`config.mk`:
```
export PLATFORM = sky130hd
export DESIGN_NAME = fetch_unit
export DESIGN_NICKNAME = d
export VERILOG_FILES = /design/src/source/mem_pkg.sv /design/src/source/fetch_unit.sv
export SDC_FILE = /design/constraint.sdc
export NUM_CORES = 1
export LEC_CHECK = 0
export BUFFER_PORTS_ARGS = -buffer_cell sky130_fd_sc_hd__buf_2
export CAP_MARGIN = 20
export CORE_UTILIZATION = 34
export DETAILED_ROUTE_END_ITERATION = 8
export PLACE_DENSITY = 0.8
export SKIP_LAST_GASP = 1
export SYNTH_ARGS = -nofsm -noshare
export SYNTH_HDL_FRONTEND = slang
export SYNTH_SLANG_ARGS = --single-unit
```
`constraint.sdc`:
```
create_clock -name clk -period 1.7 [get_ports clk]
set_clock_uncertainty 0.2 [all_clocks]
set_input_delay 0 -clock clk [delete_from_list [all_inputs] [get_ports clk]]
set_output_delay 0 -clock clk [all_outputs]
set_load 0.02 [all_outputs]
```
`src/source/mem_pkg.sv`:
```
`default_nettype none

package mem_pkg;

   localparam int DATA_WIDTH     = 32;
   localparam int REG_ADDR_WIDTH = 5;
   localparam int MEM_ADDR_WIDTH = 10;   // Byte address bits decoded by the RAM
   localparam int BE_WIDTH       = 4;
   localparam int MEM_WORDS      = 2 ** (MEM_ADDR_WIDTH - 2);

   typedef logic [DATA_WIDTH-1:0]     data_t;
   typedef logic [REG_ADDR_WIDTH-1:0] reg_addr_t;
   typedef logic [MEM_ADDR_WIDTH-1:0] mem_addr_t;
   typedef logic [BE_WIDTH-1:0]       be_t;

   localparam data_t FETCH_BASE = '0;    // First instruction byte address

   typedef enum logic [2:0]
   {
      LD_B,
      LD_H,
      LD_W,
      LD_BU,
      LD_HU
   } load_op_e;

   // Tracks one access through grant and rvalid
   typedef enum logic [1:0]
   {
      LSU_IDLE,
      LSU_READ,
      LSU_WRITE
   } lsu_state_e;

endpackage

`default_nettype wire

```
`src/source/fetch_unit.sv`:
```
`timescale 1ns/1ns
`default_nettype none

module fetch_unit
(
   input  wire                 clk,
   input  wire                 rst_n,
   input  wire                 fetch_en_i,
   input  wire                 f_gnt_i,
   input  wire                 f_rvalid_i,
   input  wire mem_pkg::data_t f_rdata_i,
   output logic                f_req_o,
   output mem_pkg::mem_addr_t  f_addr_o,
   output mem_pkg::data_t      instr_o,
   output logic                instr_valid_o
);

   mem_pkg::lsu_state_e state;
   mem_pkg::data_t      pc;
   logic                waiting;

   assign waiting = (state == mem_pkg::LSU_READ) && !f_rvalid_i;

   assign f_req_o       = fetch_en_i & !waiting;
   assign f_addr_o      = pc[mem_pkg::MEM_ADDR_WIDTH-1:0];
   assign instr_o       = f_rdata_i;
   assign instr_valid_o = f_rvalid_i & (state == mem_pkg::LSU_READ);

   always_ff @(posedge clk or negedge rst_n)
   begin
      if (!rst_n)
      begin
         state <= mem_pkg::LSU_IDLE;
         pc    <= mem_pkg::FETCH_BASE;
      end
      else
      begin
         if (f_req_o && f_gnt_i)
         begin
            state <= mem_pkg::LSU_READ;
            pc    <= pc + 32'd4;   // Next word only once this one is taken
         end
         else if (!waiting)
            state <= mem_pkg::LSU_IDLE;
      end
   end

endmodule

`default_nettype wire

```
# Yosys cells after proc, flatten, opt, wreduce, memory -nomap -nowiden
# Index checks and enable logic that the tools add are counted.
# word_totals
reg_bits,34
latch_bits,0
mem_bits_rw,0
romBits,0
input_bits,37
output_inout_bits,44
elab_cells,13
n_memories,0
# op_classes
add_sub_neg,1
n_mul,0
n_div,0
n_lt_le_gt_ge,0
n_eq_ne,2
shift,0
mux,2
n_bitwise,2
n_reduce_logical,4
# ops
cell,count
$add A32 B3 Y32 const B,1
$mux W2,2
$and A1 B1 Y1,2
$eq A2 B1 Y1 const B,1
$logic_and A1 B1 Y1,2
$logic_not A1 Y1,2
$ne A2 B1 Y1 const B,1

# Depth between registers and ports, before layout
# Gate-level depths: netlist of the first run.
# logic_depth
word_depth,6
mapped_depth,4
mapped_depth_nobuf,4

# Least setup slack after synthesis of the first run
# OpenSTA, ideal clock, no wires.
# synth_timing
path_kind,register to register
startpoint,register pc[2]
endpoint,register pc[6]
setup_time_ns,0.080
arrival_ns,1.160
required_time_ns,1.420
slack_ns,0.261
stages_incl_launch_ff,5
path_buffers,0
period_less_slack_ns,1.439
cell_sequence,dfrtp_1 -> ha_1 -> nand2_1 -> nor4b_2 -> xor2_1
# synth_via
elab_chain_cells,1
# synth_rtl
item,line,rtl
start: declaration,fetch_unit.sv:19,mem_pkg::data_t pc;
start signal: assignment,fetch_unit.sv:34,pc <= mem_pkg::FETCH_BASE;
start signal: assignment,fetch_unit.sv:41,pc <= pc + 32'd4;
$add A32 B3 Y32,fetch_unit.sv:41,
# No other way between the ends.
# A chain may end at the register's enable or synchronous reset.

# Worst setup path in the final report of the first run
# layout_timing
startpoint,input port f_rvalid_i
endpoint,register state[0]
# layout_via
elab_chain_cells,6
word_cells_on_any_way,7
cone_classes,eq/ne: 1; mux: 1; bitwise: 1; reduce/logical: 4
# layout_rtl
item,line,rtl
start: declaration,fetch_unit.sv:10,"input wire f_rvalid_i,"
$logic_not A1 Y1 *,fetch_unit.sv:22,assign waiting = (state == mem_pkg::LSU_READ) && !f_rvalid_i;
$logic_and A1 B1 Y1 *,fetch_unit.sv:22,
$logic_not A1 Y1,n/a,
$and A1 B1 Y1,fetch_unit.sv:24,assign f_req_o = fetch_en_i & !waiting;
$logic_and A1 B1 Y1,fetch_unit.sv:38,if (f_req_o && f_gnt_i)
$ne A2 B1 Y1 (no source line) / $mux W2 (equally long branches),n/a,
end signal: assignment,fetch_unit.sv:33,state <= mem_pkg::LSU_IDLE;
end signal: assignment,fetch_unit.sv:40,state <= mem_pkg::LSU_READ;
end signal: assignment,fetch_unit.sv:44,state <= mem_pkg::LSU_IDLE;
end: declaration,fetch_unit.sv:18,mem_pkg::lsu_state_e state;
# Mark *: on every way between the ends. The rest lies on a longest branch, timed or not.

==> results of run 1 <==
tightest hold or removal path, cell delays in order:
cell	delay (ns)
buf_2	0.10
nand2_2	0.19
nor4_4	0.08
xor2_1	0.11
cell usage in the layout, fill, tap and decap left out:
| cell | instances |
|---|---|
| and2_2 | 1 |
| and2b_1 | 1 |
| buf_2 | 14 |
| clkbuf_1 | 1 |
| clkbuf_4 | 3 |
| conb_1 | 2 |
| dfrtp_1 | 9 |
| dlygate4sd3_1 | 36 |
| ha_1 | 1 |
| mux2_2 | 1 |
| nand2_1 | 3 |
| nand2_2 | 1 |
| nand2b_1 | 1 |
| nand3_1 | 1 |
| nand4_1 | 1 |
| nor2_1 | 1 |
| nor2b_4 | 1 |
| nor3b_1 | 1 |
| nor4_2 | 2 |
| nor4_4 | 1 |
| nor4b_2 | 2 |
| xor2_1 | 7 |
metal layers:
layer | wire, µm | global-route usage | vias up
li1 | - | - | 233
met1 | 425 | 0.125 | 243
met2 | 615 | 0.157 | 56
met3 | 158 | 0.0346 | 2
met4 | 14 | 0.0735 | 0
met5 | 0 | 0 | -
per-stage QoR:
step | util | std cells | cell area (µm²) | hold WS [ns] | total power, mW
after global placement | 0.286 | 78 | 573 | -0.344 | 0.656
after CTS | 0.479 | 118 | 960 | 0.0612 | 0.961
final | 0.479 | 118 | 960 | 0.0682 | 0.946
after global routing | 0.479 | 118 | 960 | 0.0892 | 1.01
after detailed placement | 0.286 | 78 | 573 | -0.339 | 0.671
after floorplan | - | 72 | 736 | -0.496 | 0.672
sequential cells by signal (all words and copies together), names as in the netlist:
signal,cells
state,1
pc,8
cells by family after synthesis:
family,count (synthesis),share of synthesized area
buffers and inverters,35,0.364
and+or+nand+nor,17,0.207
DFF,9,0.308
xor gates and xnor gates,7,0.0838
muxes,1,0.0154
adders and majority gates,1,0.0171
other,1,0.00512
final cells by class:
type                            instances  area [µm²]  area share
Multi-Input combinational cell         28         244       0.254
Tap cell                               27        33.8      0.0352
Clock buffer                            4        26.3      0.0274
Timing Repair Buffer                   50         430       0.449
Sequential cell                         9         225       0.235
power by group:
| group | leakage [nW] | internal [mW] | switching (mW) | total [mW] |
|---|---|---|---|---|
| clock | 0.0150 | 0.0904 | 0.0731 | 0.164 |
| combinational | 0.313 | 0.176 | 0.248 | 0.424 |
| sequential | 0.112 | 0.279 | 0.0792 | 0.358 |
final timing paths:
kind / from / end / slack, ns / cells past startpoint
setup / recovery: f_rvalid_i / state[0] / 0.08 / 5
hold / removal: f_gnt_i / pc[9] / 0.07 / 4
setup reg to reg: state[0] / state[0] / 0.12 / 3
hold reg to reg: pc[9] / pc[9] / 0.27 / 1
max in group asynchronous: rst_n / pc[5] / 0.49 / 3
min in group asynchronous: rst_n / pc[9] / 0.53 / 3
==> impl_metrics.env, run 1 <==
export IMPL_gr_usage_all_layers=0.105
export IMPL_nFillCells=194
export IMPL_syn_avg_cell_area_um2=10.3
export IMPL_slowest_delay_ns=0.54
export IMPL_fp_dieH_um=48.4
export IMPL_status="completed"
export IMPL_synth_seq_cells=9
export IMPL_drt_iter0_drc=1
export IMPL_synth_edf_count=0
export IMPL_post_synth_top_area_cell="buf_4"
export IMPL_cts_buffers=3
export IMPL_die_x_um=48.4
export IMPL_path_clk_slew_ns=0.06
export IMPL_dieArea_mm2=0.00234
export IMPL_root_buffer="clkbuf_4"
export IMPL_syn2layout_area_growth_pct=31.1
export IMPL_yosysMostFrequentCell="buf_4"
export IMPL_clock_latency_ns=0.26
export IMPL_drc_errors=0
export IMPL_antenna_left=0
export IMPL_initial_core_util=0.366
export IMPL_synth_top_cell_area_share=0.349
export IMPL_min_period_ns=1.62
export IMPL_synth_common_cells="buf_4 (34), dfrtp_1 (9), xor2_1 (7)"
export IMPL_antenna_cells=0
export IMPL_max_cap_viol_count=0
export IMPL_grt_max_degree=10
export IMPL_cp_arrival_ns=1.62
export IMPL_crit_buf_inv=3
export IMPL_path_cells="dlygate4sd3_1 > buf_2 > nor2b_4 > nand2b_1 > dlygate4sd3_1"
export IMPL_via_count=534
export IMPL_crit_family="buffers and inverters"
export IMPL_cp_slowest_cell="dlygate4sd3_1"
export IMPL_synthArstFlopShare=1.00
export IMPL_place_hpwl_um=783
export IMPL_grt_pass1_vias=433
export IMPL_setup_tns_ns=0
export IMPL_ctsHtreeMaxLevel=1
export IMPL_io_pins=81
export IMPL_clock_sinks=9
export IMPL_min_period_over_period=0.954
export IMPL_post_cts_setup_buffers=0
export IMPL_postSynth_topFlopCell="dfrtp_1"
export IMPL_worst_path_max_fanout=9
export IMPL_cts_buffer_depth=2
export IMPL_syn_area_um2=732
export IMPL_cts_resized=0
export IMPL_first_pass_iters=4
export IMPL_report_final_slew_viol_count=0
export IMPL_end_kind="flop"
export IMPL_start_kind="input port"
export IMPL_synthDistinctLibCells=20
export IMPL_ctsHoldBuffers=36
export IMPL_crit_type="input port to flop"
export IMPL_ys_top_cells_by_area="buf_4 (35%), dfrtp_1 (31%), xor2_1 (8.4%)"
export IMPL_max_freq_mhz=616
export IMPL_nNetsFinal=130
export IMPL_rows=16
export IMPL_core_mm2=0.00200
export IMPL_cts_tree="built"
export IMPL_required_ns=1.70
export IMPL_setup_violations_final=0
export IMPL_post_drt_wl_per_cell_um=10.3
export IMPL_power_density_mw_per_mm2=986
export IMPL_via_per_inst=4.53
export IMPL_overflow=0
export IMPL_ir_drop_uv=446
export IMPL_netlist_instances=71
export IMPL_critical_path_most_common_cell="dlygate4sd3_1"
export IMPL_gp_congestion=0.723
export IMPL_pre_cts_slack_ns=0.308
export IMPL_synth_seq_area_share=0.308
export IMPL_rsz0062_at_grt="no"
export IMPL_power_leakage_nw=0.440
export IMPL_antenna_found_initial=0
export IMPL_holdCritPathClass="input port to flop"
export IMPL_grt_pass1_wl_um=1810
export IMPL_yosys_warnings=0
export IMPL_drive_gt1_frac=0.286
export IMPL_hold_viol=0
export IMPL_setup_slack_ns=0.0775
export IMPL_drt_total_wl_um=1210
export IMPL_io_buffers=14
Power figures use the tool's default switching activity.
==> run 2: changes to the inputs <==
--- a/config.mk
+++ b/config.mk
@@ -5,11 +5,12 @@
 export SDC_FILE = /design/constraint.sdc
 export NUM_CORES = 1
 export LEC_CHECK = 0
+export ABC_AREA = 1
 export BUFFER_PORTS_ARGS = -buffer_cell sky130_fd_sc_hd__buf_2
 export CAP_MARGIN = 20
 export CORE_UTILIZATION = 34
 export DETAILED_ROUTE_END_ITERATION = 8
-export PLACE_DENSITY = 0.8
+export PLACE_DENSITY = 0.79
 export SKIP_LAST_GASP = 1
 export SYNTH_ARGS = -nofsm -noshare
 export SYNTH_HDL_FRONTEND = slang
==> run 2 against run 1 <==
Worst setup slack gained 0.10 ns. Fmax is 6.6% higher. Clock power about the same. Clock-buffer cell count unchanged. Area after synthesis grew 3.6%. Critical endpoint unchanged.
==> impl_metrics.env, run 2 <==
export IMPL_status="completed"
export IMPL_crit_buf_inv=4
export IMPL_ir_drop_uv=812
export IMPL_synth_edf_count=0
export IMPL_largest_register_ffs=8
export IMPL_power_density_mw_per_mm2=963
export IMPL_drt_iter0_drc=13
export IMPL_nNetsFinal=164
export IMPL_syn_area_um2=758
export IMPL_ys_top_cells_by_area="buf_4 (34%), dfrtp_1 (30%), nand2_1 (9.4%)"
export IMPL_antenna_cells=0
export IMPL_crit_family="buffers and inverters"
export IMPL_synthArstFlopShare=1.00
export IMPL_regArea_um2=225
export IMPL_antenna_found_initial=0
export IMPL_start_kind="input port"
export IMPL_drive_gt1_frac=0.192
export IMPL_via_count=654
export IMPL_grt_pass1_wl_um=2130
export IMPL_use_met1=0.133
export IMPL_final_cell_mix="dlygate4sd3_1 (38), nand2_1 (19), buf_2 (14)"
export IMPL_drt_total_wl_um=1420
export IMPL_min_period_over_period=0.895
export IMPL_clock_latency_ns=0.26
export IMPL_syn_avg_cell_area_um2=7.51
export IMPL_hold_start="pc[9]"
export IMPL_gp_congestion=0.799
export IMPL_reg_largest_list="pc: 8 flops, state: 1 flops"
export IMPL_setup_tns_ns=0
export IMPL_place_hpwl_um=859
export IMPL_final_common_cell="dlygate4sd3_1"
export IMPL_critPathLaunch="f_rvalid_i"
export IMPL_netlist_instances=101
export IMPL_cts_buffers=3
export IMPL_ctsHtreeMaxLevel=1
export IMPL_grt_use_met2=0.192
export IMPL_slowest_delay_ns=0.55
export IMPL_setup_violations_final=0
export IMPL_core_mm2=0.00202
export IMPL_die_x_um=49.2
export IMPL_yosysMostFrequentCell="buf_4"
export IMPL_overflow=0
export IMPL_worst_path_max_fanout=3
export IMPL_max_cap_viol_count=0
export IMPL_syn2layout_area_growth_pct=35.6
export IMPL_rsz0062_at_grt="no"
export IMPL_reg2reg_from="state[0]"
export IMPL_synth_common_cells="buf_4 (34), nand2_1 (19), inv_1 (10)"
export IMPL_report_final_slew_viol_count=0
export IMPL_grtUsageMet3=0.0561
export IMPL_synth_top_cell_area_share=0.337
export IMPL_io_buffers=14
export IMPL_crit_type="input port to flop"
export IMPL_path_cells="dlygate4sd3_1 > buf_2 > inv_1 > nand2_2 > nand3_4 > nand2_1 > dlygate4sd3_1"
export IMPL_clock_sinks=9
export IMPL_critical_path_most_common_cell="dlygate4sd3_1"
export IMPL_root_buffer="clkbuf_4"
export IMPL_multi_input_area_um2=236
export IMPL_synth_seq_area_share=0.297
export IMPL_cp_arrival_ns=1.47
export IMPL_cts_buffer_depth=2
export IMPL_initial_core_util=0.375
export IMPL_dieArea_mm2=0.00242
export IMPL_largest_register="pc"
export IMPL_antenna_left=0
export IMPL_total_power_uw=990
export IMPL_holdCritPathClass="flop to flop"
export IMPL_post_drt_wl_per_cell_um=9.37
export IMPL_first_pass_iters=3
export IMPL_grt_max_degree=14
export IMPL_synth_seq_cells=9
export IMPL_end_kind="flop"
export IMPL_min_period_ns=1.52
export IMPL_yosys_warnings=0
export IMPL_drc_errors=0
export IMPL_grt_busiest_layer="met2"
export IMPL_cp_slowest_cell="dlygate4sd3_1"
export IMPL_gr_usage_all_layers=0.114
export IMPL_required_ns=1.65
export IMPL_via_per_inst=4.30
export IMPL_synthDistinctLibCells=18
export IMPL_hold_viol=0
export IMPL_nFillCells=184
export IMPL_post_synth_top_area_cell="buf_4"
export IMPL_rows=16
export IMPL_postSynth_topFlopCell="dfrtp_1"
export IMPL_cts_tree="built"
export IMPL_fp_dieH_um=49.2
export IMPL_power_leakage_nw=0.510
export IMPL_grt_pass1_vias=513
export IMPL_final_core_util=0.509
export IMPL_max_freq_mhz=657
export IMPL_io_pins=81
export IMPL_path_clk_slew_ns=0.06
[run 2: power by group]
part | leakage [nW] | switching [mW] | internal (mW)
Sequential | 0.116 | 0.0864 | 0.280
Clock | 0.0150 | 0.0759 | 0.0905
Combinational | 0.379 | 0.274 | 0.184
[run 2: area by class of cell]
| type | count | area share |
|---|---|---|
| clock buffers | 4 | 0.0255 |
| inverters | 11 | 0.0401 |
| multi-input cells | 47 | 0.230 |
| flip-flops and latches | 9 | 0.219 |
| well taps | 27 | 0.0328 |
| repair buffers | 54 | 0.453 |
[run 2: logic make-up after synthesis]
group                    Yosys count  share of synthesized area
buffers and inverters             46                      0.406
AND/OR/NAND/NOR                   39                      0.229
flip-flops                         9                      0.297
AO/OA/AOI/OAI                      3                     0.0231
XOR/XNOR                           2                     0.0231
adder cells (fa/ha/maj)            1                     0.0165
other                              1                    0.00495
[run 2: stage by stage]
step / instances / area (µm²) / hold slack [ns] / setup WS [ns]
floorplan: 102 / 762 / -0.496 / 0.287
CTS: 150 / 1010 / 0.307 / 0.0477
global route: 152 / 1030 / 0.331 / 0.120
detailed placement: 108 / 599 / -0.334 / 0.328
global placement: 108 / 599 / -0.341 / 0.367
finish: 152 / 1030 / 0.297 / 0.178
[run 2: metal layers]
metal | routed length (µm) | up-vias | share of wire
met5 | 0 | - | 0
met4 | 0 | 0 | 0
met3 | 160 | 0 | 0.11
met2 | 700 | 51 | 0.49
met1 | 563 | 288 | 0.40
li1 | - | 315 | -
[run 2: worst register-to-register path, stage by stage, from the launching register on]
cell	delay, ns
dfrtp_1	0.36
nand2_2	0.09
nand3_4	0.07
nand2_1	0.05
dlygate4sd3_1	0.55
[run 2: timing repair]
| item | 4_1_cts | 5_1_grt |
|---|---|---|
| hold buffers | 38 | 0 |
| buffers inserted | 0 | 2 |
| endpoints found under the setup margin | 0 | 1 |
| endpoints found under the hold margin | 43 | 0 |
| gates resized for setup | 0 | 1 |
[run 2: worst paths after layout]
kind | slack [ns] | endpoint | cells after the start
setup / recovery | 0.18 | state[0] | 7
hold / removal | 0.30 | pc[9] | 2
setup reg to reg | 0.27 | state[0] | 4
hold reg to reg | 0.30 | pc[9] | 2
max in group asynchronous | 0.46 | pc[7] | 3
min in group asynchronous | 0.54 | pc[5] | 3
==> run 3: changes to the inputs <==
==> constraint.sdc (replaced) <==
create_clock -name clk -period 1.6 [get_ports clk]
set_clock_uncertainty 0.2 [all_clocks]
set_input_delay 0 -clock clk [delete_from_list [all_inputs] [get_ports clk]]
set_output_delay 0 -clock clk [all_outputs]
set_load 0.02 [all_outputs]
==> run 3 against run 2 <==
Die area stayed put. Global-route usage fell by 0.065 points. Sequential cell count unchanged. Via count shrank 1.2%.
==> impl_metrics.env, run 3 (synthesis results as in run 2) <==
export IMPL_status="completed"
export IMPL_min_period_over_period=0.879
export IMPL_crit_buf_inv=4
export IMPL_clock_sinks=9
export IMPL_post_cts_setup_buffers=0
export IMPL_root_buffer="clkbuf_4"
export IMPL_drive_gt1_frac=0.180
export IMPL_gp_congestion=0.799
export IMPL_critical_path_most_common_cell="nand2_1"
export IMPL_ctsHtreeMaxLevel=1
export IMPL_drc_errors=0
export IMPL_gr_usage_all_layers=0.114
export IMPL_r2r_end="pc[7]"
export IMPL_max_cap_viol_count=0
export IMPL_path_clk_slew_ns=0.06
export IMPL_crit_type="input port to flop"
export IMPL_dp_cells=108
export IMPL_min_period_ns=1.41
export IMPL_die_x_um=49.2
export IMPL_total_power_mw=1.04
export IMPL_overflow=0
export IMPL_report_final_slew_viol_count=0
export IMPL_final_cell_mix="dlygate4sd3_1 (37), nand2_1 (19), buf_2 (14)"
export IMPL_whs_ns=0.297
export IMPL_setup_tns_ns=0
export IMPL_largest_register="pc"
export IMPL_ctsHoldBuffers=37
export IMPL_first_pass_iters=4
export IMPL_clock_latency_ns=0.26
export IMPL_reg2reg_slack_ns=0.20
export IMPL_power_density_mw_per_mm2=1050
export IMPL_cts_buffers=3
export IMPL_reg_largest_list="pc: 8 flops, state: 1 flops"
export IMPL_stdcell_count=149
export IMPL_dieArea_mm2=0.00242
export IMPL_crit_family="buffers and inverters"
export IMPL_nNetsFinal=161
export IMPL_power_leakage_nw=0.496
export IMPL_required_ns=1.55
export IMPL_core_mm2=0.00202
export IMPL_antenna_cells=0
export IMPL_whs_path_depth=2
export IMPL_antenna_left=0
export IMPL_largest_register_ffs=8
export IMPL_cts_resized=0
export IMPL_hold_start="pc[9]"
export IMPL_grt_pass1_wl_um=2110
export IMPL_cp_arrival_ns=1.36
export IMPL_place_hpwl_um=859
export IMPL_via_per_inst=4.34
export IMPL_setup_violations_final=0
export IMPL_max_freq_mhz=711
export IMPL_nFillCells=187
export IMPL_post_drt_wl_per_cell_um=9.70
export IMPL_path_cells="dlygate4sd3_1 > buf_2 > inv_1 > nand2_2 > nand3_2 > inv_1 > nand2_1 > nand2_1 > nand2_1"
export IMPL_critPathLaunch="f_rvalid_i"
export IMPL_cts_buffer_depth=2
export IMPL_holdCritPathClass="flop to flop"
export IMPL_grt_max_degree=14
export IMPL_holdPathEnd="pc[9]"
export IMPL_io_pins=81
export IMPL_io_buffers=14
export IMPL_ir_drop_uv=842
export IMPL_grt_pass1_vias=508
export IMPL_syn2layout_area_growth_pct=31.4
export IMPL_cts_tree="built"
export IMPL_drt_iter0_drc=8
export IMPL_initial_core_util=0.375
export IMPL_fp_dieH_um=49.2
export IMPL_final_common_cell="dlygate4sd3_1"
export IMPL_rsz0062_at_grt="no"
export IMPL_reg2reg_from="state[0]"
export IMPL_cp_slowest_cell="dlygate4sd3_1"
export IMPL_worst_path_max_fanout=13
export IMPL_rows=16
export IMPL_via_count=646
export IMPL_drt_total_wl_um=1450
export IMPL_hold_viol=0
export IMPL_crit_cells=9
export IMPL_antenna_found_initial=0
export IMPL_end_kind="flop"
export IMPL_slowest_delay_ns=0.52
export IMPL_r2r_cells=6
export IMPL_start_kind="input port"
-- run 3: per-stage QoR --
stage,setup slack [ns],utilization,instance area [µm²]
after floorplan,0.187,-,762
after global placement,0.267,0.296,599
after detailed placement,0.228,0.296,599
after CTS,0.211,0.493,996
after global routing,0.0664,0.493,996
final,0.193,0.493,996
-- run 3: final cells by class --
class | instances | area [µm²] | share of cell area
clock buffer | 4 | 26.3 | 0.0264
inverter | 11 | 41.3 | 0.0415
multi-input combinational | 47 | 229 | 0.230
sequential | 9 | 225 | 0.226
tap | 27 | 33.8 | 0.0339
timing repair buffer | 51 | 440 | 0.442
-- run 3: report_power, final --
group	leakage [nW]	internal, mW	switching [mW]
Combinational	0.365	0.187	0.288
Clock	0.0150	0.0962	0.0807
Sequential	0.116	0.297	0.0923
-- run 3: routing by layer --
metal | vias up | global-route usage | share of wire
met5 | - | 0 | 0
met4 | 0 | 0.0147 | 0
met3 | 0 | 0.0561 | 0.11
met2 | 53 | 0.187 | 0.49
met1 | 283 | 0.135 | 0.39
li1 | 310 | - | -
-- run 3: worst reg2reg max path, stage by stage, from the launching register on --
cell and delay [ns]:
dfrtp_1 0.38, nand2_2 0.09, nand3_2 0.24, inv_1 0.21, nand2_1 0.07, nand2_1 0.05
nand2_1 0.04
-- run 3: worst max-delay path by stage --
stage | end | slack, ns
floorplan | pc[8] | 0.19
global placement | pc[8] | 0.27
detailed placement | pc[7] | 0.23
CTS | pc[7] | 0.21
global route | pc[7] | 0.07
finish | pc[7] | 0.19
